### src/cacheTypesPkg.sv
`default_nettype none

package cacheTypesPkg;

  // Byte address and line geometry
  localparam int addrWidth = 32;
  localparam int wordsPerLine = 4;
  // Word select plus byte select bits below the set index
  localparam int lineOffsetWidth = $clog2(wordsPerLine) + 2;

  // Controller sequencing
  typedef enum logic [3:0] {
    idle,
    lookup,
    writeBack,
    refill,
    complete,
    flushScan,
    flushWrite
  } ctrlState;

  // Per-way line status
  typedef struct packed {
    logic valid;
    logic dirty;
  } lineMeta;

endpackage

`default_nettype wire

### src/burstCounter.sv
`timescale 1ns/10ps
`default_nettype none

module burstCounter #(
  parameter int numSets = 16
) (
  input  logic                       clk,
  input  logic                       reset,
  input  logic                       clear,
  input  logic                       wordInc,
  input  logic                       flushInc,
  output logic [1:0]                 wordIdx,
  output logic                       lastWord,
  output logic [$clog2(numSets)-1:0] flushSet,
  output logic                       flushWay,
  output logic                       flushDone
);

  localparam int indexWidth = $clog2(numSets);

  logic [1:0]            wordCnt;
  // Top bit marks the end of the walk, bit 0 selects the way
  logic [indexWidth+1:0] walkCnt;

  always_ff @(posedge clk or posedge reset) begin
    if (reset) begin
      wordCnt <= '0;
      walkCnt <= '0;
    end else if (clear) begin
      wordCnt <= '0;
      walkCnt <= '0;
    end else begin
      // Wraps on its own after the last word of a line
      if (wordInc) begin
        wordCnt <= wordCnt + 2'd1;
      end
      if (flushInc) begin
        walkCnt <= walkCnt + 1'b1;
      end
    end
  end

  assign wordIdx = wordCnt;
  assign lastWord = (wordCnt == 2'(cacheTypesPkg::wordsPerLine - 1));
  assign flushWay = walkCnt[0];
  assign flushSet = walkCnt[indexWidth:1];
  assign flushDone = walkCnt[indexWidth+1];

endmodule

`default_nettype wire

### config.mk
export PLATFORM = sky130hd
export DESIGN_NAME = burstCounter
export DESIGN_NICKNAME = d
export VERILOG_FILES = /design/src/cacheTypesPkg.sv /design/src/burstCounter.sv
export SDC_FILE = /design/constraint.sdc
export NUM_CORES = 1
export LEC_CHECK = 0
export ABC_AREA = 1
export BUFFER_PORTS_ARGS = -buffer_cell sky130_fd_sc_hd__buf_4
export CAP_MARGIN = 15
export CORE_AREA = 2 2 39 41
export DETAILED_ROUTE_END_ITERATION = 12
export DIE_AREA = 0 0 41 43
export GPL_ROUTABILITY_DRIVEN = 0
export SYNTH_ARGS = -nofsm -noshare
export SYNTH_HDL_FRONTEND = slang
export SYNTH_SLANG_ARGS = --single-unit
### constraint.sdc
create_clock -name clk -period 2.2 [get_ports clk]
set_clock_uncertainty 0.15 [all_clocks]
set_input_delay 0.66 -clock clk [delete_from_list [all_inputs] [get_ports clk]]
set_output_delay 0.66 -clock clk [all_outputs]
set_load 0.05 [all_outputs]
; ---- After elaboration in Yosys (flattened, before gate mapping)
; Index checks and enable logic that the tools add are counted.
[word_totals]
register_bits = 8
out_inout_bits = 9
elab_cells = 11
[op_classes]
addsub = 2
n_eq_ne = 1
mux = 4
n_reduce_logical = 2
[ops]
columns = op, n
row1 = $mux W6, 2
row2 = $add A6 B1 Y6 const B, 1
row3 = $mux W2, 2
row4 = $reduce_bool A2 Y1, 2
row5 = $add A2 B1 Y2 const B, 1
row6 = $eq A2 B2 Y1 const B, 1

; ---- Depth between registers and ports, before layout
[logic_depth]
ltp_word = 3
mapped_depth = 6
mapped_depth_nobuf = 6

; ---- Least setup slack after synthesis
; OpenSTA, ideal clock, no wires.
[synth_path]
kind = register to output
start = register wordCnt[0] (netlist: wordIdx[0])
end = output port lastWord
arrival_ns = 1.184
setup_slack_ns = 0.206
path_stages_with_launch = 2
n_path_buf = 0
path_cell_list = dfrtp_1 -> ha_1
[synth_via]
elab_chain_cells = 1
[synth_rtl]
columns = element, line
row1 = from (decl), burstCounter.sv:21  ; logic [1:0] wordCnt;
row2 = from (signal assigned), burstCounter.sv:35  ; wordCnt <= wordCnt + 2'd1;
row3 = $eq A2 B2 Y1, burstCounter.sv:44  ; assign lastWord = (wordCnt == 2'(cacheTypesPkg::wordsPerLine - 1));
row4 = to (decl), burstCounter.sv:13  ; output logic lastWord,
; No other way between the ends.

; ---- Worst setup path after layout
; Ends and elaborated chain as after synthesis.

==> impl_metrics.prom <==
# TYPE chip_impl_metric gauge
chip_impl_metric{name="part_of_the_yosys_area_used_for_sequential_elements",unit=""} 0.528
chip_impl_metric{name="required",unit="ns"} 1.39
chip_impl_info{name="final_common_cell",value="sky130_fd_sc_hd__buf_4"} 1
chip_impl_metric{name="met2_wirelength",unit="um"} 331
chip_impl_metric{name="fraction_of_layout_cells_with_a_size_suffix_above_1",unit=""} 0.295
chip_impl_metric{name="cts.clk_slew.worst_paths",unit="ns"} 0.05
chip_impl_metric{name="grt_max_degree",unit=""} 9
chip_impl_metric{name="power.static_leakage",unit="nW"} 0.280
chip_impl_metric{name="syn-instance-count",unit=""} 45
chip_impl_metric{name="antennaDiodeCount",unit=""} 0
chip_impl_metric{name="clock_tree.buffer_depth",unit=""} 2
chip_impl_metric{name="critical_path_maximum_fanout",unit=""} 3
chip_impl_metric{name="vdd_ir_drop_max",unit="uV"} 249
chip_impl_metric{name="synth.yosys.warnings",unit=""} 0
chip_impl_metric{name="synthesis.area",unit="sq um"} 379
chip_impl_metric{name="ant_nets",unit=""} 0
chip_impl_metric{name="avgViaCountPerCell",unit=""} 4.42
chip_impl_metric{name="finalNonFillerCells",unit=""} 77
chip_impl_metric{name="syn_area_per_cell",unit="sq um"} 8.42
chip_impl_info{name="grt_setup_unrepaired",value="false"} 1
chip_impl_metric{name="power.internal",unit="uW"} 240
chip_impl_metric{name="grt_pass1_wl",unit="mm"} 1.16
chip_impl_metric{name="timing.critical_path.arrival",unit="ns"} 1.04
chip_impl_metric{name="core_area",unit="sq mm"} 0.00138
chip_impl_metric{name="final.setup.tns",unit="ns"} 0
chip_impl_metric{name="seqPwrFrac",unit=""} 0.466
chip_impl_metric{name="clkSinkCount",unit=""} 8
chip_impl_metric{name="drc",unit=""} 0
chip_impl_metric{name="io_buf_count",unit=""} 13
chip_impl_info{name="worst_hold_path_class",value="primary input to asynchronous set/reset pin"} 1
chip_impl_metric{name="worst-r2r-cell-count",unit=""} 6
chip_impl_info{name="run_status",value="completed"} 1
chip_impl_metric{name="grt_remaining_overflow",unit=""} 0
chip_impl_metric{name="grt.total_usage",unit=""} 0.101
chip_impl_info{name="dr.max_layer_used",value="met4"} 1
chip_impl_metric{name="fin_nets",unit=""} 70
chip_impl_metric{name="share_comb_of_total_power",unit=""} 0.201
chip_impl_metric{name="io-pin-count",unit=""} 14
chip_impl_metric{name="routed_length_on_met1",unit="um"} 316
chip_impl_metric{name="drt_first_pass_iters",unit=""} 2
chip_impl_info{name="timing.critical_path.from_type",value="flop"} 1
chip_impl_info{name="regToRegEndpoint",value="walkCnt[4]"} 1
chip_impl_metric{name="met3RoutedLength",unit="um"} 33
chip_impl_metric{name="h_tree_lvl_count",unit=""} 1
chip_impl_metric{name="synthXorXnorAreaFrac",unit=""} 0.0231
chip_impl_info{name="cts_tree",value="yes"} 1
chip_impl_metric{name="yosys_register_bits",unit=""} 8
chip_impl_metric{name="routed_wl",unit="um"} 706
chip_impl_metric{name="period_minus_slack",unit="ns"} 1.85
chip_impl_metric{name="die-height",unit="um"} 43
chip_impl_metric{name="first_global_vias",unit=""} 299
chip_impl_metric{name="dp_hpwl",unit="um"} 557
chip_impl_metric{name="ys_types",unit=""} 12
chip_impl_metric{name="slew_at_the_pin_closest_to_its_max_slew_limit",unit="ns"} 0.306
chip_impl_metric{name="synthToLayoutAreaGrowth",unit="%"} 37.0
chip_impl_metric{name="design_power_total",unit="uW"} 345
chip_impl_metric{name="drtIter0Drc",unit=""} 2
chip_impl_info{name="timing.rr.start",value="walkCnt[0]"} 1
chip_impl_metric{name="clkLatencyLatePin",unit="ns"} 0.26
chip_impl_metric{name="yosys-mux-area-fraction",unit=""} 0
chip_impl_metric{name="cts_hold_buffers",unit=""} 0
chip_impl_metric{name="timing.max_cap.violations",unit=""} 0
chip_impl_metric{name="post_cts_sizing_count",unit=""} 0
chip_impl_metric{name="p_sw",unit="uW"} 105
chip_impl_info{name="setup.worst_path.class",value="flop to output pin"} 1
chip_impl_info{name="layout_common_cells",value="sky130_fd_sc_hd__buf_4 (13), sky130_fd_sc_hd__nor2_1 (9), sky130_fd_sc_hd__dfrtp_1 (8)"} 1
chip_impl_metric{name="number_of_antenna_violations_at_the_first_check_in_global_routing",unit=""} 0
chip_impl_metric{name="report.final.slew_viol_count",unit=""} 0
chip_impl_metric{name="max_slew_margin",unit=""} 0.796
chip_impl_info{name="ctsRootBufferMaster",value="sky130_fd_sc_hd__clkbuf_4"} 1
chip_impl_metric{name="final_min_period_over_clock_period",unit=""} 0.843
chip_impl_metric{name="syn_nets",unit=""} 52
chip_impl_info{name="setup.worst_path.end_class",value="output pin"} 1
chip_impl_metric{name="timing_hold_violations_final",unit=""} 0
chip_impl_metric{name="reg2reg_setup_slack",unit="ns"} 0.96
chip_impl_metric{name="switching_share",unit=""} 0.305
chip_impl_metric{name="power.density_cell_area",unit="mW/mm^2"} 664
chip_impl_metric{name="start_util",unit=""} 0.274
chip_impl_metric{name="post-cts-setup-buffers",unit=""} 0
chip_impl_metric{name="vias",unit=""} 340
chip_impl_metric{name="dpl.cell_count",unit=""} 74
chip_impl_metric{name="synth_simple_gate_area_share",unit=""} 0.231
chip_impl_metric{name="numCtsBuffers",unit=""} 3
chip_impl_metric{name="setup_violations",unit=""} 0
chip_impl_metric{name="clock_power_share",unit=""} 0.333
chip_impl_metric{name="fp-row-count",unit=""} 14
chip_impl_metric{name="fp.dieArea",unit="sq mm"} 0.00176
chip_impl_metric{name="peak_clock_frequency_supported_by_timing",unit="MHz"} 539
chip_impl_metric{name="die_w",unit="um"} 41
chip_impl_info{name="main_combinational_cell_family_by_area_after_synthesis",value="simple AND/OR/NAND/NOR gates"} 1
chip_impl_metric{name="post_synth_adder_cell_area",unit=""} 0.0660
chip_impl_metric{name="synth-compound-area-share",unit=""} 0.0924
chip_impl_metric{name="routedWlPerCell",unit="um"} 9.17
## cell usage after synthesis
cell type / number / area [sq um]
sky130_fd_sc_hd__nand2_2: 1 / 6.26
sky130_fd_sc_hd__nor2_2: 1 / 6.26
sky130_fd_sc_hd__nor3_1: 1 / 5.00
sky130_fd_sc_hd__o21ai_0: 3 / 15.0
sky130_fd_sc_hd__ha_1: 2 / 25.0
sky130_fd_sc_hd__nor2_1: 9 / 33.8
sky130_fd_sc_hd__xnor2_1: 1 / 8.76
sky130_fd_sc_hd__a21oi_1: 4 / 20.0
sky130_fd_sc_hd__nand3_1: 2 / 10.0
sky130_fd_sc_hd__dfrtp_1: 8 / 200
sky130_fd_sc_hd__inv_1: 6 / 22.5
sky130_fd_sc_hd__nand2_1: 7 / 26.3
## cell families after synthesis
group / Yosys count
and+or+nand+nor: 21
xor gates and xnor gates: 1
buffers and inverters: 6
adders and majority gates: 2
DFF: 8
AOI/OAI and AO/OA: 7
## metrics by stage
| stage | setup slack [ns] | util | instance area [sq um] | hold slack [ns] |
|---|---|---|---|---|
| after floorplan | 0.206 | - | 379 | 0.326 |
| after global placement | 0.619 | 0.359 | 497 | 0.387 |
| after detailed placement | 0.624 | 0.359 | 497 | 0.382 |
| after CTS | 0.331 | 0.375 | 519 | 0.209 |
| after global routing | 0.314 | 0.375 | 519 | 0.228 |
| final | 0.345 | 0.375 | 519 | 0.198 |
## power groups by stage
stage	Sequential (mW)	Clock, mW	Combinational (mW)
floorplan	0.187	0	0.0224
global placement	0.163	0	0.0705
detailed placement	0.163	0	0.0708
CTS	0.161	0.122	0.0707
global route	0.161	0.129	0.0767
finish	0.161	0.115	0.0693
## cell type report
cell class | instances | area, sq um
clock buffer | 3 | 22.5
tap | 16 | 20.0
multi-input combinational | 31 | 156
sequential | 8 | 200
fill | 152 | 865
timing repair buffer | 13 | 97.6
inverter | 6 | 22.5
## worst max-delay path: stages, from the launching register on
cell,delay (ns)
sky130_fd_sc_hd__dfrtp_1,0.40
sky130_fd_sc_hd__ha_1,0.20
sky130_fd_sc_hd__buf_4,0.18
## sequential cells by signal (all words and copies together) (netlist names)
name,cells
walkCnt,6
wordIdx,2
## routing by layer
metal / vias up / global-route usage
met5: - / 0
met4: 0 / 0.100
met3: 2 / 0.0157
met2: 10 / 0.128
met1: 153 / 0.135
li1: 175 / -
## worst max path at each step
| stage | start | endpoint | slack [ns] | depth (start not counted) |
|---|---|---|---|---|
| after floorplan | wordIdx[0] | lastWord | 0.21 | 1 |
| after global placement | wordIdx[0] | lastWord | 0.62 | 2 |
| after detailed placement | wordIdx[0] | lastWord | 0.62 | 2 |
| after CTS | wordIdx[0] | lastWord | 0.33 | 2 |
| after global routing | wordIdx[0] | lastWord | 0.31 | 2 |
| final | wordIdx[0] | lastWord | 0.35 | 2 |
No activity file was read; power rests on OpenSTA's default activity.
