**config.mk**
```make
export PLATFORM = sky130hd
export DESIGN_NAME = cacheController
export DESIGN_NICKNAME = d
export VERILOG_FILES = /design/src/cacheTypesPkg.sv /design/src/busTypesPkg.sv /design/src/cacheController.sv
export SDC_FILE = /design/constraint.sdc
export NUM_CORES = 1
export LEC_CHECK = 0
export ABC_AREA = 1
export BUFFER_PORTS_ARGS = -buffer_cell sky130_fd_sc_hd__clkbuf_2
export CAP_MARGIN = 0
export CORE_AREA = 4 4 126 128
export CTS_CLUSTER_DIAMETER = 80
export DETAILED_ROUTE_END_ITERATION = 10
export DIE_AREA = 0 0 130 132
export PLACE_DENSITY = 0.57
export REMOVE_ABC_BUFFERS = 1
export SLEW_MARGIN = 20
export SYNTH_ARGS = -nofsm -noshare
export SYNTH_HDL_FRONTEND = slang
export SYNTH_SLANG_ARGS = --single-unit
export TNS_END_PERCENT = 1
```
**constraint.sdc**
```tcl
create_clock -name clk -period 1.75 [get_ports clk]
set_input_delay 0.35 -clock clk [delete_from_list [all_inputs] [get_ports clk]]
set_output_delay 0.35 -clock clk [all_outputs]
set_load 0.005 [all_outputs]
```
**src/cacheTypesPkg.sv**
```systemverilog
`default_nettype none

package cacheTypesPkg;

  // Byte address and line geometry
  localparam int addrWidth = 32;
  localparam int wordsPerLine = 4;
  // Word select plus byte select bits below the set index
  localparam int lineOffsetWidth = $clog2(wordsPerLine) + 2;

  // Controller sequencing
  typedef enum logic [3:0] {
    idle,
    lookup,
    writeBack,
    refill,
    complete,
    flushScan,
    flushWrite
  } ctrlState;

  // Per-way line status
  typedef struct packed {
    logic valid;
    logic dirty;
  } lineMeta;

endpackage

`default_nettype wire

```
**src/busTypesPkg.sv**
```systemverilog
`default_nettype none

package busTypesPkg;

  // Wishbone classic master outputs
  typedef struct packed {
    logic        cyc;
    logic        stb;
    logic        we;
    logic [3:0]  sel;
    logic [31:0] adr;
    logic [31:0] dat;
  } wbReq;

  // Wishbone classic slave outputs
  typedef struct packed {
    logic        ack;
    logic [31:0] dat;
  } wbRsp;

  // Same pair serves the processor side and the memory side
  // sel is one bit per byte lane, lane 0 at dat[7:0]

endpackage

`default_nettype wire

```
**src/cacheController.sv**
```systemverilog
`timescale 1ns/10ps
`default_nettype none

module cacheController #(
  parameter int numSets = 16
) (
  input  logic                                              clk,
  input  logic                                              reset,
  input  busTypesPkg::wbReq                                 cpuReq,
  output busTypesPkg::wbRsp                                 cpuRsp,
  output busTypesPkg::wbReq                                 memReq,
  input  busTypesPkg::wbRsp                                 memRsp,
  input  logic                                              flushReq,
  output logic                                              flushBusy,
  input  logic                                              hit,
  input  logic                                              hitWay,
  input  logic                                              victimWay,
  input  cacheTypesPkg::lineMeta                            victimMeta,
  input  logic [cacheTypesPkg::addrWidth - $clog2(numSets)
                - cacheTypesPkg::lineOffsetWidth - 1:0]     victimTag,
  input  logic [31:0]                                       readWord,
  input  logic [1:0]                                        wordIdx,
  input  logic                                              lastWord,
  input  logic [$clog2(numSets)-1:0]                        flushSet,
  input  logic                                              flushWay,
  input  logic                                              flushDone,
  output logic                                              wordInc,
  output logic                                              flushInc,
  output logic                                              clear,
  output logic                                              tagWrite,
  output logic                                              metaWrite,
  output logic                                              lruUpdate,
  output logic [$clog2(numSets)-1:0]                        setIdx,
  output logic                                              wayIdx,
  output logic                                              dataWe,
  output logic [3:0]                                        dataSel,
  output logic [1:0]                                        dataWordIdx,
  output logic [31:0]                                       dataIn,
  output cacheTypesPkg::lineMeta                            newMeta
);

  localparam int indexWidth = $clog2(numSets);
  localparam int offsetWidth = cacheTypesPkg::lineOffsetWidth;
  localparam int tagWidth = cacheTypesPkg::addrWidth - indexWidth - offsetWidth;

  cacheTypesPkg::ctrlState state;
  cacheTypesPkg::ctrlState nextState;
  logic                    accWay;
  logic                    memGap;
  logic                    memXfer;
  logic                    memStb;
  logic                    memAck;
  logic                    lineDone;
  logic                    cpuValid;
  logic                    victimDirty;
  logic                    mergeWord;
  logic [1:0]              cpuWord;
  logic [indexWidth-1:0]   cpuSet;
  logic [tagWidth-1:0]     cpuTag;

  // Fields of the processor address
  assign cpuValid = cpuReq.cyc & cpuReq.stb;
  assign cpuWord = cpuReq.adr[offsetWidth-1 -: 2];
  assign cpuSet = cpuReq.adr[offsetWidth +: indexWidth];
  assign cpuTag = cpuReq.adr[cacheTypesPkg::addrWidth-1 -: tagWidth];
  assign victimDirty = victimMeta.valid & victimMeta.dirty;

  always_ff @(posedge clk or posedge reset) begin
    if (reset) begin
      state <= cacheTypesPkg::idle;
      memGap <= 1'b0;
    end else begin
      state <= nextState;
      // stb drops for one cycle after every memory ack
      memGap <= memAck;
    end
  end

  // Way chosen at lookup is kept for the whole miss
  always_ff @(posedge clk) begin
    if (state == cacheTypesPkg::lookup) begin
      accWay <= wayIdx;
    end
  end

  always_comb begin
    nextState = state;
    case (state)
      cacheTypesPkg::idle: begin
        if (flushReq) begin
          nextState = cacheTypesPkg::flushScan;
        end else if (cpuValid) begin
          nextState = cacheTypesPkg::lookup;
        end
      end
      cacheTypesPkg::lookup: begin
        if (hit) begin
          nextState = cacheTypesPkg::complete;
        end else if (victimDirty) begin
          nextState = cacheTypesPkg::writeBack;
        end else begin
          nextState = cacheTypesPkg::refill;
        end
      end
      cacheTypesPkg::writeBack: begin
        if (lineDone) begin
          nextState = cacheTypesPkg::refill;
        end
      end
      cacheTypesPkg::refill: begin
        if (lineDone) begin
          nextState = cacheTypesPkg::complete;
        end
      end
      cacheTypesPkg::complete: nextState = cacheTypesPkg::idle;
      cacheTypesPkg::flushScan: begin
        // Walker wraps to set 0 when done, so test done first
        if (flushDone) begin
          nextState = cacheTypesPkg::idle;
        end else if (victimDirty) begin
          nextState = cacheTypesPkg::flushWrite;
        end
      end
      cacheTypesPkg::flushWrite: begin
        if (lineDone) begin
          nextState = cacheTypesPkg::flushScan;
        end
      end
      default: nextState = cacheTypesPkg::idle;
    endcase
  end

  // Memory bus, one word per handshake
  assign memXfer = state inside {cacheTypesPkg::writeBack, cacheTypesPkg::refill,
                                 cacheTypesPkg::flushWrite};
  assign memStb = memXfer & ~memGap;
  assign memAck = memStb & memRsp.ack;
  assign lineDone = memAck & lastWord;

  always_comb begin
    memReq.cyc = memStb;
    memReq.stb = memStb;
    memReq.we = memStb & (state != cacheTypesPkg::refill);
    memReq.sel = 4'hf;
    memReq.dat = readWord;
    if (state == cacheTypesPkg::refill) begin
      memReq.adr = {cpuTag, cpuSet, wordIdx, 2'b00};
    end else begin
      // Victim line, either on a miss or during the flush walk
      memReq.adr = {victimTag, setIdx, wordIdx, 2'b00};
    end
  end

  assign cpuRsp.ack = (state == cacheTypesPkg::complete);
  assign cpuRsp.dat = readWord;

  // Array addressing
  assign flushBusy = state inside {cacheTypesPkg::flushScan, cacheTypesPkg::flushWrite};
  assign setIdx = flushBusy ? flushSet : cpuSet;
  assign dataWordIdx = memXfer ? wordIdx : cpuWord;

  always_comb begin
    if (flushBusy) begin
      wayIdx = flushWay;
    end else if (state == cacheTypesPkg::lookup) begin
      wayIdx = hit ? hitWay : victimWay;
    end else begin
      wayIdx = accWay;
    end
  end

  // Refill word that the processor is writing
  assign mergeWord = cpuReq.we & (wordIdx == cpuWord);

  always_comb begin
    dataWe = 1'b0;
    dataSel = cpuReq.sel;
    dataIn = cpuReq.dat;
    if (state == cacheTypesPkg::lookup) begin
      dataWe = hit & cpuReq.we;
    end else if (state == cacheTypesPkg::refill) begin
      dataWe = memAck;
      dataSel = 4'hf;
      for (int lane = 0; lane < 4; lane++) begin
        dataIn[8*lane +: 8] = (mergeWord && cpuReq.sel[lane]) ? cpuReq.dat[8*lane +: 8]
                                                              : memRsp.dat[8*lane +: 8];
      end
    end
  end

  always_comb begin
    tagWrite = 1'b0;
    metaWrite = 1'b0;
    lruUpdate = 1'b0;
    newMeta.valid = 1'b1;
    newMeta.dirty = cpuReq.we;
    case (state)
      cacheTypesPkg::lookup: begin
        metaWrite = hit & cpuReq.we;
        lruUpdate = hit;
      end
      cacheTypesPkg::refill: begin
        tagWrite = lineDone;
        metaWrite = lineDone;
        lruUpdate = lineDone;
      end
      cacheTypesPkg::flushWrite: begin
        // Line stays valid but is now clean
        metaWrite = lineDone;
        newMeta.dirty = 1'b0;
      end
      default: ;
    endcase
  end

  // Counter strobes
  assign wordInc = memAck;
  assign clear = (state == cacheTypesPkg::idle);
  assign flushInc = (state == cacheTypesPkg::flushScan) & ~flushDone & ~victimDirty
                  | (state == cacheTypesPkg::flushWrite) & lineDone;

endmodule

`default_nettype wire

```
### Yosys cells after proc, flatten, opt, wreduce, memory -nomap -nowiden

Cells that the tools add are included.

* flip-flop bits (word level): 6
* bits of input ports: 177
* output and inout bits: 157
* logic and storage cells: 70

* eq/ne operators: 13
* mux-type cells: 30
* bitwise operators: 15
* reduce and logical (&&, ||, !) cells: 9

Operators with widths (number)
* $mux 32: 3
* $mux 4: 10
* $mux 8: 4
* $pmux 4 s6: 1
* $eq 4x3->1 const B: 3
* $and 1x1->1: 11
* $eq 4x2->1 const B: 2
* $mux 1: 8
* $ne 2x2->1 const B: 3
* $reduce_and 5->1: 1
* $eq 4x1->1 const B: 1
* $logic_and 1x1->1: 4
* $logic_not 4->1: 1
* $ne 4x2->1 const B: 1
* $pmux 1 s2: 2
* $mux 3: 1
* $ne 3x2->1 const B: 1
* $ne 3x3->1 const B: 1
* $not 1->1: 3
* $reduce_bool 3->1: 1
* $eq 2x2->1: 1
* $mux 2: 1
* $reduce_bool 2->1: 1
* $reduce_or 2->1: 1
* $or 1x1->1: 1

### Longest topological paths before layout

* word-level depth: 7
* depth in mapped cells: 8
* gate-level depth less buffers: 8

### Least setup slack after synthesis

OpenSTA, ideal clock, no wires.

* path kind: reg-to-output
* from: register state[2]
* to: output dataIn[10]
* arrival: 1.147 ns
* data required time: 1.400 ns
* setup slack: 0.253 ns
* cell stages (with the launch flop): 9
* buffers on the path: 3
* cell sequence: dfrtp_1 buf_6 inv_4 nand3_4 inv_2 buf_6 buf_6 nand3_1 nand2_1

* longest elaborated chain between the ends: 3
* elaborated cells on any way between the ends: 4

RTL lines
* start: declaration: line cacheController.sv:46 `cacheTypesPkg::ctrlState state;`
* start signal: assignment: line cacheController.sv:70 `state <= cacheTypesPkg::idle;`
* start signal: assignment: line cacheController.sv:73 `state <= nextState;`
* $eq 4x2->1: line cacheController.sv:181 `end else if (state == cacheTypesPkg::refill) begin`
* $mux 32: line cacheController.sv:181
* $mux 32 (*): line cacheController.sv:179 `if (state == cacheTypesPkg::lookup) begin`
* end: declaration: line cacheController.sv:38 `output logic [31:0] dataIn,`

Every way passes the cells marked *; elsewhere a longest branch is shown, timed or not.

### Final worst setup path

* from: register state[2]
* to: output dataIn[11]

The elaborated chain is that of the path after synthesis.

==> impl_metrics.csv <==
group,metric,value,unit
grt,grtUsageTotal,12.09,%
setup_path,worstPathRequired,1.40,ns
timing,finalSetupViolations,66,
yosys,yosysTopAreaCell,"nand2_1",
timing,fin_skew,0.0009797,ns
cells_and_area,syn2layout_area_growth,66.36,%
cts,cts-root-buf,"clkbuf_16",
grt,grt_max_degree,33,
yosys,syn_avg_cell_area,5.457,µm²
grt,grt_pass1_vias,2775,
yosys,synth-seq-area-share,6.292,%
yosys,synth_common_cells,"nand2_1, buf_4, nand3_1, inv_1, nor2_1",
grt,overflow,0,
cells_and_area,fin_cells,750,
yosys,synth_cell_type_count,28,
cells_and_area,fin_util,23.15,%
cells_and_area,design_area,3441,µm²
floorplanning,core-area,14860,µm²
place,hpwl,9721,µm
cts,cts_tree,"yes",
timing,fin_crit,1.840,ns
yosys,synth_ff_type,"dfrtp_1",
outcome,violations,"setup timing",
setup_path,worstPathArrival,1.49,ns
detailed_routing,drt.antenna.violating_nets,0,
yosys,syn_inst,379,
cts,htree_levels,1,
floorplanning,die_w,130,µm
detailed_routing,first_iter_violations,62,
grt,gr-usage-met1,14.21,%
outcome,status,"finished with violations",
place,gp_congestion,0.7181,
yosys,synth_top_area_share,33.39,%
timing,hold_slack,0.4442,ns
cells_and_area,regArea,133.9,µm²
timing,rsz0062_at_grt,"true",
timing,fin_setup_tns,-3.056,ns
cells_and_area,diodes,0,
floorplanning,die_area,17160,µm²
grt,grt.busiest_layer,"met2",
detailed_routing,vias_per_cell,3.908,
pwr,powerDensity,1104,nW/µm²
timing,max_freq,543.6,MHz
cts,clk_latency,0.23,ns
yosys,syn_area,2068,µm²
detailed_routing,wl_per_cell,15.33,µm
place,placed_cells,739,
detailed_routing,drt_pass1_iterations,4,
timing,timing.final.crit_share,105.1,%
pwr,p_int,1.959,mW
pwr,p_seq_share,7.3,%
cells_and_area,drive_above_1_share,56.05,%
setup_path,endpoint_kind,"primary output",
pwr,pwr-share-clk,10.1,%
detailed_routing,num_vias,2931,
place,portBuffers,228,
yosys,synth_edf_count,1,
pwr,peakVddDrop,0.3916,mV
pwr,p_comb_share,82.6,%
yosys,synth.most_common_cell,"nand2_1",
yosys,synthArstFlopShare,80.00,%
setup_path,crit_path_start_kind,"flip-flop",
grt,grt_pass1_wl,15860,µm
cells_and_area,fin_nets,740,
yosys,ys_ff_latch,5,
pwr,p_sw,1.840,mW
timing,hold_viol,0,
timing,setup_ws,-0.08964,ns
floorplanning,rows,45,
floorplanning,initial_core_util,13.91,%
yosys,yosysWarnings,0,
grt,globalRouteMet3Util,7.982,%
cts,clk_pin_slew_worst_paths,0.03,ns
cts,numCtsBuffers,3,
cts,cts_buffer_depth,2,
pwr,p_leak,2.110,nW
floorplanning,io_pins,334,
setup_path,worstPathMaxFanout,8,
place,place_area,3018,µm²
worst_hold_path,hold_class,"in -> reg",
grt,met2_usage,18.05,%
pwr,swShare,48.43,%
cells_and_area,multi_input_area,1406,µm²
grt,antenna_found_initial,0,
flow_run,cap_violations,0,
yosys,yosys-top-cells-area,"nand2_1, buf_4, nand3_1, dfrtp_1, buf_6",
cells_and_area,fillers,1684,
floorplanning,die_y,132,µm
detailed_routing,drc,0,
timing,slew_viol_final,0,
detailed_routing,wl,11500,µm
setup_path,path_class,"reg -> out",
cts,clkSinkCount,5,
-- cells in the final DEF, fill, tap and decap left out, types with 4 or more instances in the layout --
master,netlist,layout
buf_12,0,4
nand2_2,4,14
nand3_4,1,4
inv_1,11,11
nand3_1,47,38
clkbuf_2,0,224
or2_4,0,4
buf_4,78,23
nor2_1,9,9
nand3_2,6,12
nand2_1,184,170
conb_1,2,7
-- stage by stage --
| stage | total power, mW | setup WS [ns] |
|---|---|---|
| 5_1_grt | 4.206 | -0.1721 |
| 3_3_place_gp | 2.953 | -0.01979 |
| 6_report | 3.800 | -0.08964 |
| 3_5_place_dp | 2.946 | -0.03091 |
| 4_1_cts | 3.860 | -0.1076 |
| 2_1_floorplan | 1.514 | -0.3730 |
-- logic make-up after synthesis --
family                    share of synthesized area [%]
DFF                                               6.292
xor gates and xnor gates                         0.7867
and+or+nand+nor                                   55.05
buffers and inverters                             35.03
other                                            0.3631
AOI/OAI and AO/OA                                 2.480
-- final cells by class --
type / count / area share (%)
clock buffer: 4 / 2.291
multi-input combinational: 277 / 40.87
timing repair buffer: 261 / 44.04
sequential: 5 / 3.891
tap: 188 / 6.836
inverter: 15 / 2.073
-- metal layers --
metal	wire, µm	part of all wire [%]
met5	95	0.83
met4	77	0.67
met3	2061	18
met1	4442	39
met2	4821	42
-- flip-flops by register name, indices dropped and copies added, names as in the netlist --
name    count
state       3
accWay      1
memGap      1
-- path summary, 6_finish.rpt --
path	start	endpoint	slack, ns	cells past startpoint
min	flushWay	accWay	0.44	3
min in group asynchronous	reset	memGap	0.56	3
max	state[2]	dataIn[11]	-0.09	8
max in group asynchronous	reset	state[0]	1.01	3
min reg2reg	accWay	accWay	0.69	4
max reg2reg	state[2]	state[0]	0.40	7
-- critical path, cell delays in order, from the launching register on --
cell and delay (ns):
dfrtp_2 0.45, inv_4 0.08, nand3_4 0.12, clkinv_8 0.12
buf_12 0.16, nand2_8 0.08, nand2_2 0.07, nand2_2 0.06
clkbuf_2 0.11
-- what timing repair did --
action,CTS,global route
endpoints found under the hold margin,4,0
pin swaps,15,4
resized for setup,45,18
setup endpoints to repair,75,79
hold buffers,1,0
buffers inserted,4,0
cloned,3,0
-- power by group through the flow --
| stage | clock network, mW | registers (mW) | logic (mW) |
|---|---|---|---|
| final | 0.384 | 0.278 | 3.14 |
| after global routing | 0.406 | 0.289 | 3.51 |
| after CTS | 0.394 | 0.269 | 3.20 |
| after detailed placement | 0 | 0.264 | 2.68 |
| after global placement | 0 | 0.266 | 2.69 |
| after floorplan | 0 | 0.285 | 1.23 |
Note: power is estimated with default switching activity, not from simulation.
