File: src/cacheTypesPkg.sv
`default_nettype none

package cacheTypesPkg;

  // Byte address and line geometry
  localparam int addrWidth = 32;
  localparam int wordsPerLine = 4;
  // Word select plus byte select bits below the set index
  localparam int lineOffsetWidth = $clog2(wordsPerLine) + 2;

  // Controller sequencing
  typedef enum logic [3:0] {
    idle,
    lookup,
    writeBack,
    refill,
    complete,
    flushScan,
    flushWrite
  } ctrlState;

  // Per-way line status
  typedef struct packed {
    logic valid;
    logic dirty;
  } lineMeta;

endpackage

`default_nettype wire

File: src/tagStore.sv
`timescale 1ns/10ps
`default_nettype none

module tagStore #(
  parameter int numSets = 16
) (
  input  logic                                              clk,
  input  logic                                              reset,
  input  logic [$clog2(numSets)-1:0]                        setIdx,
  input  logic                                              wayIdx,
  input  logic [cacheTypesPkg::addrWidth - $clog2(numSets)
                - cacheTypesPkg::lineOffsetWidth - 1:0]     lookupTag,
  input  logic                                              tagWrite,
  input  logic                                              metaWrite,
  input  logic                                              lruUpdate,
  input  cacheTypesPkg::lineMeta                            newMeta,
  output logic                                              hit,
  output logic                                              hitWay,
  output logic                                              victimWay,
  output cacheTypesPkg::lineMeta                            victimMeta,
  output logic [cacheTypesPkg::addrWidth - $clog2(numSets)
                - cacheTypesPkg::lineOffsetWidth - 1:0]     victimTag
);

  localparam int indexWidth = $clog2(numSets);
  localparam int tagWidth = cacheTypesPkg::addrWidth - indexWidth
                            - cacheTypesPkg::lineOffsetWidth;

  logic [tagWidth-1:0]    tags [numSets][2];
  cacheTypesPkg::lineMeta meta [numSets][2];
  // Per set, the way that was used least recently
  logic [numSets-1:0]     lru;
  logic [1:0]             wayHit;

  always_ff @(posedge clk or posedge reset) begin
    if (reset) begin
      lru <= '0;
      for (int s = 0; s < numSets; s++) begin
        meta[s][0] <= '0;
        meta[s][1] <= '0;
      end
    end else begin
      if (metaWrite) begin
        meta[setIdx][wayIdx] <= newMeta;
      end
      if (lruUpdate) begin
        lru[setIdx] <= ~wayIdx;
      end
    end
  end

  always_ff @(posedge clk) begin
    if (tagWrite) begin
      tags[setIdx][wayIdx] <= lookupTag;
    end
  end

  // Both ways compared in parallel
  assign wayHit[0] = meta[setIdx][0].valid && (tags[setIdx][0] == lookupTag);
  assign wayHit[1] = meta[setIdx][1].valid && (tags[setIdx][1] == lookupTag);
  assign hit = |wayHit;
  assign hitWay = wayHit[1];

  // Empty way first, then LRU
  always_comb begin
    if (!meta[setIdx][0].valid) begin
      victimWay = 1'b0;
    end else if (!meta[setIdx][1].valid) begin
      victimWay = 1'b1;
    end else begin
      victimWay = lru[setIdx];
    end
  end

  // Status of the line the controller points at: the miss victim,
  // or the walker's way while flushing
  assign victimMeta = meta[setIdx][wayIdx];
  assign victimTag = tags[setIdx][wayIdx];

endmodule

`default_nettype wire

File: config.mk
export PLATFORM = sky130hd
export DESIGN_NAME = tagStore
export DESIGN_NICKNAME = d
export VERILOG_FILES = /design/src/cacheTypesPkg.sv /design/src/tagStore.sv
export SDC_FILE = /design/constraint.sdc
export NUM_CORES = 1
export LEC_CHECK = 0
export BUFFER_PORTS_ARGS = -buffer_cell sky130_fd_sc_hd__buf_2
export CORE_UTILIZATION = 30
export CTS_CLUSTER_SIZE = 8
export DETAILED_ROUTE_END_ITERATION = 16
export PLACE_DENSITY = 0.47
export SYNTH_ARGS = -nofsm -noshare
export SYNTH_HDL_FRONTEND = slang
export SYNTH_SLANG_ARGS = --single-unit
File: constraint.sdc
create_clock -name clk -period 5.8 [get_ports clk]
set_input_delay 0 -clock clk [delete_from_list [all_inputs] [get_ports clk]]
set_output_delay 0 -clock clk [all_outputs]
set_load 0.005 [all_outputs]
---- After elaboration in Yosys (flattened, before gate mapping) ----
Memories as Yosys holds them, arrays and structs flattened.
Index checks and enable logic that the tools add are counted.
word-level totals
  bits in writable memories ............... 768
  memories ................................ 1
  input bits .............................. 36
  latch bits .............................. 0
  memory bits (read-only) ................. 0
  flip-flop bits (word level) ............. 80
  output and inout bits ................... 29
  word-level logic and storage cells ...... 108
memory list
  name  depth  bits a word  read ports  clocked after Yosys merged registers in  write ports  line            text
  tags  16     48           1           0                                        1            tagStore.sv:29  logic [tagWidth-1:0] tags [numSets][2];
cells by class
  $mul .................................... 0
  divide/modulo/power cells ............... 0
  multiplexer cells ....................... 25
  order comparisons ....................... 6
  add/sub/neg operators ................... 0
  equality and inequality tests ........... 2
  reductions and logical operators ........ 6
  bitwise operators ....................... 3
  shift operators ......................... 0
operators by type and width
  operator            number
  $mux 24             4
  $bwmux 64           1
  $eq 24x24->1        2
  $mux 48             1
  $demux 24 s1        1
  $bmux 4 s4          1
  $bwmux 16           1
  $demux 4 s4         1
  $mux 4              3
  $mux 2              4
  $ge 5x5->1 const B  1
  $logic_and 1x1->1   5
  $lt 4x5->1 const B  1
  $lt 5x1->1 const B  1
  $mux 1              5
  $not 4->5           1
  $bmux 1 s4          1
  $demux 1 s4         1
  $ge 4x1->1 const B  1
  $demux 2 s1         1
  $ge 2x2->1 const B  1
  $lt 2x1->1 const B  1
  $not 1->2           1
  $reduce_or 2->1     1
  $not 1->1           1

---- Logic depth before layout (Yosys ltp) ----
Gate-level depths: netlist (run 1).
  depth after elaboration ................. 8
  gate-level depth with buffers ........... 13
  gate-level depth less buffers ........... 8

---- Worst setup path before layout (run 1) ----
OpenSTA, ideal clock, no wires.
  kind .................................... input to register
  start ................................... input port setIdx[0]
  end ..................................... memory tags[7][24] (netlist bit) (enable)
  required time ........................... 5395 ps
  stages .................................. 9
  setup time .............................. 405 ps
  path slack .............................. 2913 ps
  data arrival time ....................... 2482 ps
  buffers on the path ..................... 5
  path through ............................ buf_4 buf_6 buf_4 inv_2 buf_1 clkbuf_1 nor2_1 nand2_1 nor2_1
RTL lines
  element             line            text
  start: declaration  tagStore.sv:9   input logic [$clog2(numSets)-1:0] setIdx,
  end: declaration    tagStore.sv:29
Straight into the memory's write port.

---- Worst setup path after layout (run 1) ----
  start ................................... input port setIdx[1]
  end ..................................... output port hit
between the ends
  word-level cells in the longest chain between the ends .. 6
  elaborated cells between the ends (all ways) .. 10
  those cells by class .................... eq/ne (2); mux (3); bitwise (1); reduce/logical (3); memory (1)
RTL lines
  element                                                line            text
  branches (longest 5 deep; another with $mem_v2 16x48)  --
  $reduce_or 2->1 *                                      tagStore.sv:61  assign hit = |wayHit;
  end: declaration                                       tagStore.sv:17  output logic hit,
Every way passes the cells marked *. The select of a mux whose other input is x is not followed.

==> flow_summary_export.csv, run 1 <==
group,metric,value,unit
run_status,status,"finished clean",
worst_setup_path,crit_path_end_kind,"output pin",
power_and_ir_drop,switching_share,23.3,%
timing,fin_crit,4.06,ns
floorplanning,dieArea,119000,µm²
worst_setup_path,cp.required,5.80,ns
placement,place_worst_setup_slack,1.80,ns
worst_setup_path,r2r_cells,2,
route,wl_met1,49500,µm
route,drc,0,
route,antenna_left,0,
power_and_ir_drop,clockPowerShare,42.7,%
floorplanning,die_width,345,µm
finish,design_area,41200,µm²
timing,whs,0.0744,ns
yosys,ys.flop_type,"edfxtp_1",
placement,gp_congestion,0.886,
placement,portBuffers,64,
clock_network,cts_setup_buffers,0,
yosys,synthTopCellsByArea,"edfxtp_1, mux4_2, dfrtp_1, mux2i_1, mux2_2",
finish,fin_util,35.4,%
route,detail_route.wl_per_cell,30.9,µm
clock_network,root_buffer,"clkbuf_16",
min_path,hold_start,"wayIdx",
power_and_ir_drop,switchingPower,3.31,mW
yosys,synth-seq-area-share,71.0,%
timing,fin_setup_tns,0,ns
timing,finalMaxSlewViolations,0,
timing,maxSlewHeadroom,13.5,%
worst_setup_path,r2r_end,"meta[3]",
worst_setup_path,critPathLaunchType,"primary input",
grt,grt_pass1_vias,19900,
placement,post-place-cells,3473,
timing,setup_viol,0,
route,routed-wl-met3,8370,µm
grt,grt-ovfl-total,0,
grt,grtUsageTotal,18.8,%
timing,fmax,246,MHz
finish,fillers,10900,
floorplanning,core.rowCount,125,
finish,drive_above_1_share,26.7,%
timing,layout_setup_ws,1.74,ns
clock_network,clk_pin_slew_worst_paths,0.05,ns
placement,placed_cell_area,37800,µm²
grt,grt_pass1_wl,159000,µm
clock_network,numCtsBuffers,116,
yosys,yosys.cell_types.count,59,
timing,period_share,70.0,%
timing,hold_viol_final,0,
worst_setup_path,crit_fanout,62,
clock_network,cts.repair.resized,0,
yosys,syn_area,35300,µm²
timing,rsz0062_at_grt,"false",
finish,nNetsFinal,2133,
route,via_per_inst,5.40,
clock_network,cts_tree,"built",
worst_setup_path,r2r_start,"meta[3]",
route,first_iter_violations,2590,
placement,dp_hpwl,69800,µm
floorplanning,boundaryPins,65,
power_and_ir_drop,p_leak,13.7,nW
min_path,holdPathStages,3,
yosys,synth-seq-cells,848,
worst_setup_path,critPathMaxStageDelay,0.68,ns
route,top_layer_used,"met5",
clock_network,cts_hold_buf,30,
yosys,yosysMostFrequentCell,"edfxtp_1",
yosys,syn_inst,1939,
grt,antenna_found_initial,11,
clock_network,clockBufferDepth,3,
worst_setup_path,cp_cell_sequence,"buf_8, buf_4, mux4_2, mux2i_1, mux2i_1, xor2_1, a2111oi_2, nand4_1, nor4_2, a41o_1, buf_2",
worst_setup_path,arrival,4.06,ns
clock_network,h-tree-depth,3,
floorplanning,core-area,117000,µm²
worst_setup_path,critPathKind,"in2out",
min_path,hold_path_end,"lru[8]",
worst_setup_path,cp_slowest_cell,"buf_4",
clock_network,insertion_delay,0.67,ns
clock_network,clock-sinks,848,
worst_setup_path,cpMostUsedCell,"mux2i_1",
power_and_ir_drop,power,14.2,mW
grt,grt_max_degree,81,
timing,finClkSkew,0,ns
yosys,synth-edff-count,768,
power_and_ir_drop,combPwrFrac,8.6,%
route,num_vias,19700,
finish,layoutNonFillerInstCount,3656,
power_and_ir_drop,power.internal,10.9,mW
yosys,synth_commonest_cells,"edfxtp_1, mux4_2, nand2_1",
run,maxCapViolations,0,
min_path,hold_class,"in2reg",
floorplanning,dieHeight,345,µm
finish,area.growth.synth_to_final,16.7,%
worst_setup_path,rrSetupSlack,4.50,ns
timing,worst_slew_pin_slew,1.30,ns
yosys,synth.avg_cell_area,18.2,µm²
power_and_ir_drop,peakVddDrop,0.232,mV
route,wl_met2,52700,µm
floorplanning,initial_core_util,30.3,%
route,firstDrtPassIters,5,
yosys,synth_top_area_cell,"edfxtp_1",
yosys,synth_nets,1975,
yosys,ys_warn_count,0,
yosys,async_reset_ff_share,9.43,%
power_and_ir_drop,seqPwrFrac,48.7,%
route,drt_wl_total,113000,µm
yosys,yosysTopAreaCellShare,65.3,%
power_and_ir_drop,p_per_area,345,nW/µm²
[state kept, by name, summed over array words and instances (netlist names)]
register  cells
tags        768
lru          16
meta         64
[worst max path at each step]
| stage | cells after the start | slack [ns] | endpoint | start |
|---|---|---|---|---|
| after global routing | 11 | 1.62 | hit | setIdx[1] |
| final | 11 | 1.74 | hit | setIdx[1] |
| after CTS | 11 | 1.79 | hit | setIdx[1] |
| after floorplan | 9 | 2.91 | tags[7][24] | setIdx[0] |
| after global placement | 11 | 1.83 | hit | setIdx[1] |
| after detailed placement | 11 | 1.80 | hit | setIdx[1] |
[cells by family (layout without fill, tap and decap cells)]
group,after synthesis,after routing,share of synthesized area [%]
AOI/OAI and AO/OA,201,201,3.80
xor gates and xnor gates,47,47,1.17
buffers and inverters,144,336,1.96
DFF,848,848,71.0
muxes,396,396,18.6
other,0,1,0
and+or+nand+nor,303,303,3.55
[cell type report]
class,count,area (µm²),share of cell area (%)
Clock inverter,8,143,0.346
Inverter,26,100,0.243
Timing Repair Buffer,158,1180,2.86
Multi-Input combinational cell,947,9810,23.8
Antenna cell,1,2.50,0.00607
Sequential cell,848,25100,60.8
Clock buffer,144,3030,7.35
Tap cell,1524,1910,4.62
[critical path, delay by kind of cell]
family                 cells  cell delay [ns]
XOR/XNOR                   1             0.25
AO/OA/AOI/OAI              2             0.83
buffers and inverters      3             1.37
AND/OR/NAND/NOR            2             0.54
multiplexers               3             0.96
[routing by layer]
layer / global-route usage, % / vias up
met1: 26.8 / 10600
met4: 4.49 / 8
met2: 29.7 / 867
met5: 0 / -
li1: - / 8085
met3: 3.62 / 155
[cell usage in the layout (no fill, tap or decap), types with 5 or more instances in the layout]
master | synthesis | routed
buf_4 | 23 | 61
edfxtp_1 | 768 | 768
buf_2 | 29 | 60
a31oi_1 | 16 | 16
nor2b_1 | 6 | 6
mux4_2 | 200 | 200
a22oi_1 | 17 | 17
xnor2_1 | 32 | 32
o21ai_1 | 12 | 12
nand4_1 | 6 | 6
a211oi_1 | 5 | 5
clkbuf_16 | 0 | 117
nor3_1 | 11 | 11
o21ai_0 | 32 | 32
inv_1 | 25 | 22
clkbuf_1 | 44 | 27
o211ai_1 | 7 | 7
dfrtp_1 | 80 | 80
a221oi_1 | 25 | 25
nand2_1 | 144 | 143
nor2_4 | 0 | 32
mux2i_1 | 122 | 122
nor4_1 | 6 | 6
xor2_1 | 15 | 15
nor2_1 | 105 | 72
a21oi_1 | 37 | 37
dlygate4sd3_1 | 0 | 30
o22ai_1 | 18 | 18
nand3_1 | 13 | 13
mux2_2 | 74 | 74
[power groups by stage]
stage	Clock (mW)	Sequential (mW)	Combinational [mW]
4_1_cts	6.20	6.93	1.23
2_1_floorplan	0	7.02	0.703
6_report	6.08	6.93	1.23
3_3_place_gp	0	7.04	1.20
5_1_grt	6.45	6.95	1.29
3_5_place_dp	0	7.05	1.21
No activity file was read; power rests on OpenSTA's default activity.
==> run 2: changes to the inputs <==
Settings changed: PLACE_DENSITY 0.47 to 0.49.
Clock period 5.8 ns to 3.5 ns, I/O delays scaled along.
==> flow_summary_export.csv, run 2 (same netlist as run 1, synthesis figures left out) <==
group,metric,value,unit
route,drt_wl_total,114000,µm
grt,grt_pass1_wl,160000,µm
finish,layoutNonFillerInstCount,3718,
worst_setup_path,r2r_end,"meta[35]",
route,firstDrtPassIters,5,
worst_setup_path,crit_path_end_kind,"output pin",
min_path,hold_class,"in2async",
clock_network,numCtsBuffers,115,
route,num_vias,20200,
finish,final_cell_mix,"edfxtp_1, mux4_2, nand2_1",
finish,largest_reg_flops,768,
worst_setup_path,critPathKind,"reg2out",
finish,nNetsFinal,2211,
timing,finalMaxSlewViolations,0,
worst_setup_path,critical_path_buf_inv_count,1,
clock_network,cts_tree,"built",
grt,antenna_found_initial,4,
floorplanning,die_width,345,µm
finish,largest_registers,"tags x768, meta x64, lru x16",
grt,grt_max_degree,60,
placement,portBuffers,64,
placement,dp_hpwl,71200,µm
finish,regMostFlops,"tags",
route,detail_route.wl_per_cell,30.6,µm
power_and_ir_drop,p_leak,14.1,nW
worst_setup_path,critPathLaunchType,"flip-flop",
floorplanning,boundaryPins,65,
grt,grt_pass1_vias,20600,
worst_setup_path,r2r_start,"meta[35]",
grt,grt-ovfl-total,0,
route,via_per_inst,5.43,
clock_network,root_buffer,"clkbuf_16",
clock_network,clk_pin_slew_worst_paths,0.05,ns
finish,fin_util,36.2,%
timing,maxSlewHeadroom,21.8,%
placement,gp_congestion,0.888,
power_and_ir_drop,peakVddDrop,0.385,mV
worst_setup_path,r2r_cells,2,
floorplanning,dieHeight,345,µm
finish,final-seq-area,25100,µm²
clock_network,h-tree-depth,3,
worst_setup_path,rrSetupSlack,2.19,ns
timing,hold_viol_final,0,
timing,rsz0062_at_grt,"true",
power_and_ir_drop,power,23.5,mW
finish,layout_commonest_cell,"edfxtp_1",
timing,finClkSkew,0,ns
finish,design_area,42100,µm²
run,maxCapViolations,0,
placement,placed_cell_area,38700,µm²
finish,drive_above_1_share,29.7,%
worst_setup_path,crit_fanout,2,
timing,worst_slew_pin_slew,1.16,ns
power_and_ir_drop,p_per_area,558,nW/µm²
finish,multi_input_area,9880,µm²
clock_network,clockBufferDepth,3,
grt,grtUsageTotal,19.0,%
floorplanning,initial_core_util,30.3,%
worst_setup_path,cp.required,3.50,ns
timing,fmax,288,MHz
timing,fin_setup_tns,0,ns
clock_network,clock-sinks,848,
floorplanning,core-area,117000,µm²
route,antenna_left,0,
worst_setup_path,cp_slowest_cell,"mux4_2",
finish,fillers,10800,
worst_setup_path,critPathMaxStageDelay,0.47,ns
clock_network,insertion_delay,0.68,ns
floorplanning,core.rowCount,125,
run_status,status,"finished clean",
route,first_iter_violations,2325,
timing,fin_crit,3.48,ns
placement,post-place-cells,3551,
route,drc,0,
worst_setup_path,arrival,3.48,ns
finish,area.growth.synth_to_final,19.3,%
timing,setup_viol,0,
floorplanning,dieArea,119000,µm²
worst_setup_path,cp_cell_sequence,"mux4_2, mux2i_1, mux2_2, xnor2_1, a2111oi_4, nand4_1, nor4_4, a41o_2, buf_6",
worst_setup_path,cp_top_family,"multiplexers",
timing,period_share,99.4,%
run 2: cell types whose count changed in the layout (fill, tap and decap cells not counted), moves of 2 or more:
cell      delta
clkbuf_1    -12
buf_6        +2
mux2i_2      +3
mux2i_4      +2
clkinv_1     -2
buf_4       +53
buf_2        -2
mux2i_1      -5
buf_12      +26
run 2: per-layer routing:
metal	global-route usage, %	share of wire (%)	vias up
met5	0	0.020	-
met3	3.74	7.2	193
met4	5.38	2.7	4
met2	29.8	46	860
met1	26.6	44	10900
li1	-	-	8216
run 2: metrics by stage:
| step | hold WS [ns] | worst slack, ns |
|---|---|---|
| final | 0.0317 | 0.0223 |
| after global routing | 0.0119 | -0.0652 |
| after CTS | 0.00750 | 0.00140 |
| after detailed placement | 0.202 | 0.175 |
| after global placement | 0.183 | 0.191 |
| after floorplan | 0.0989 | 0.613 |
run 2: how the worst max path moves through the flow:
| stage | cells after the start | endpoint | startpoint |
|---|---|---|---|
| 3_3_place_gp | 12 | hit | setIdx[1] |
| 6_report | 9 | hit | tags[3][12] |
| 5_1_grt | 9 | hit | tags[15][15] |
| 2_1_floorplan | 9 | tags[7][24] | setIdx[0] |
| 4_1_cts | 10 | hit | tags[10][37] |
| 3_5_place_dp | 12 | hit | setIdx[1] |
run 2: area by class of cell:
cell class                      count  share of cell area, %
Inverter                           26                  0.235
Tap cell                         1524                   4.53
Clock inverter                      4                  0.261
Antenna cell                        1                0.00594
Sequential cell                   848                   59.5
Timing Repair Buffer              237                   5.01
Clock buffer                      131                   7.02
Multi-Input combinational cell    947                   23.4
run 2: where the power goes:
part | switching [mW] | internal (mW) | total [mW]
Combinational | 1.27 | 0.871 | 2.14
Clock | 4.04 | 5.84 | 9.88
Sequential | 0.123 | 11.4 | 11.5
run 2: tightest hold or removal path, cell delays in order:
cell	delay, ns
dlygate4sd3_1	0.54
buf_2	0.13
clkinv_2	0.57
run 2: timing repair:
item / in CTS / in global routing
pin swaps: 3 / 2
gates resized for setup: 5 / 12
endpoints found under the hold margin: 738 / 0
hold buffers: 30 / 0
buffers inserted: 0 / 1
setup endpoints to repair: 2 / 2
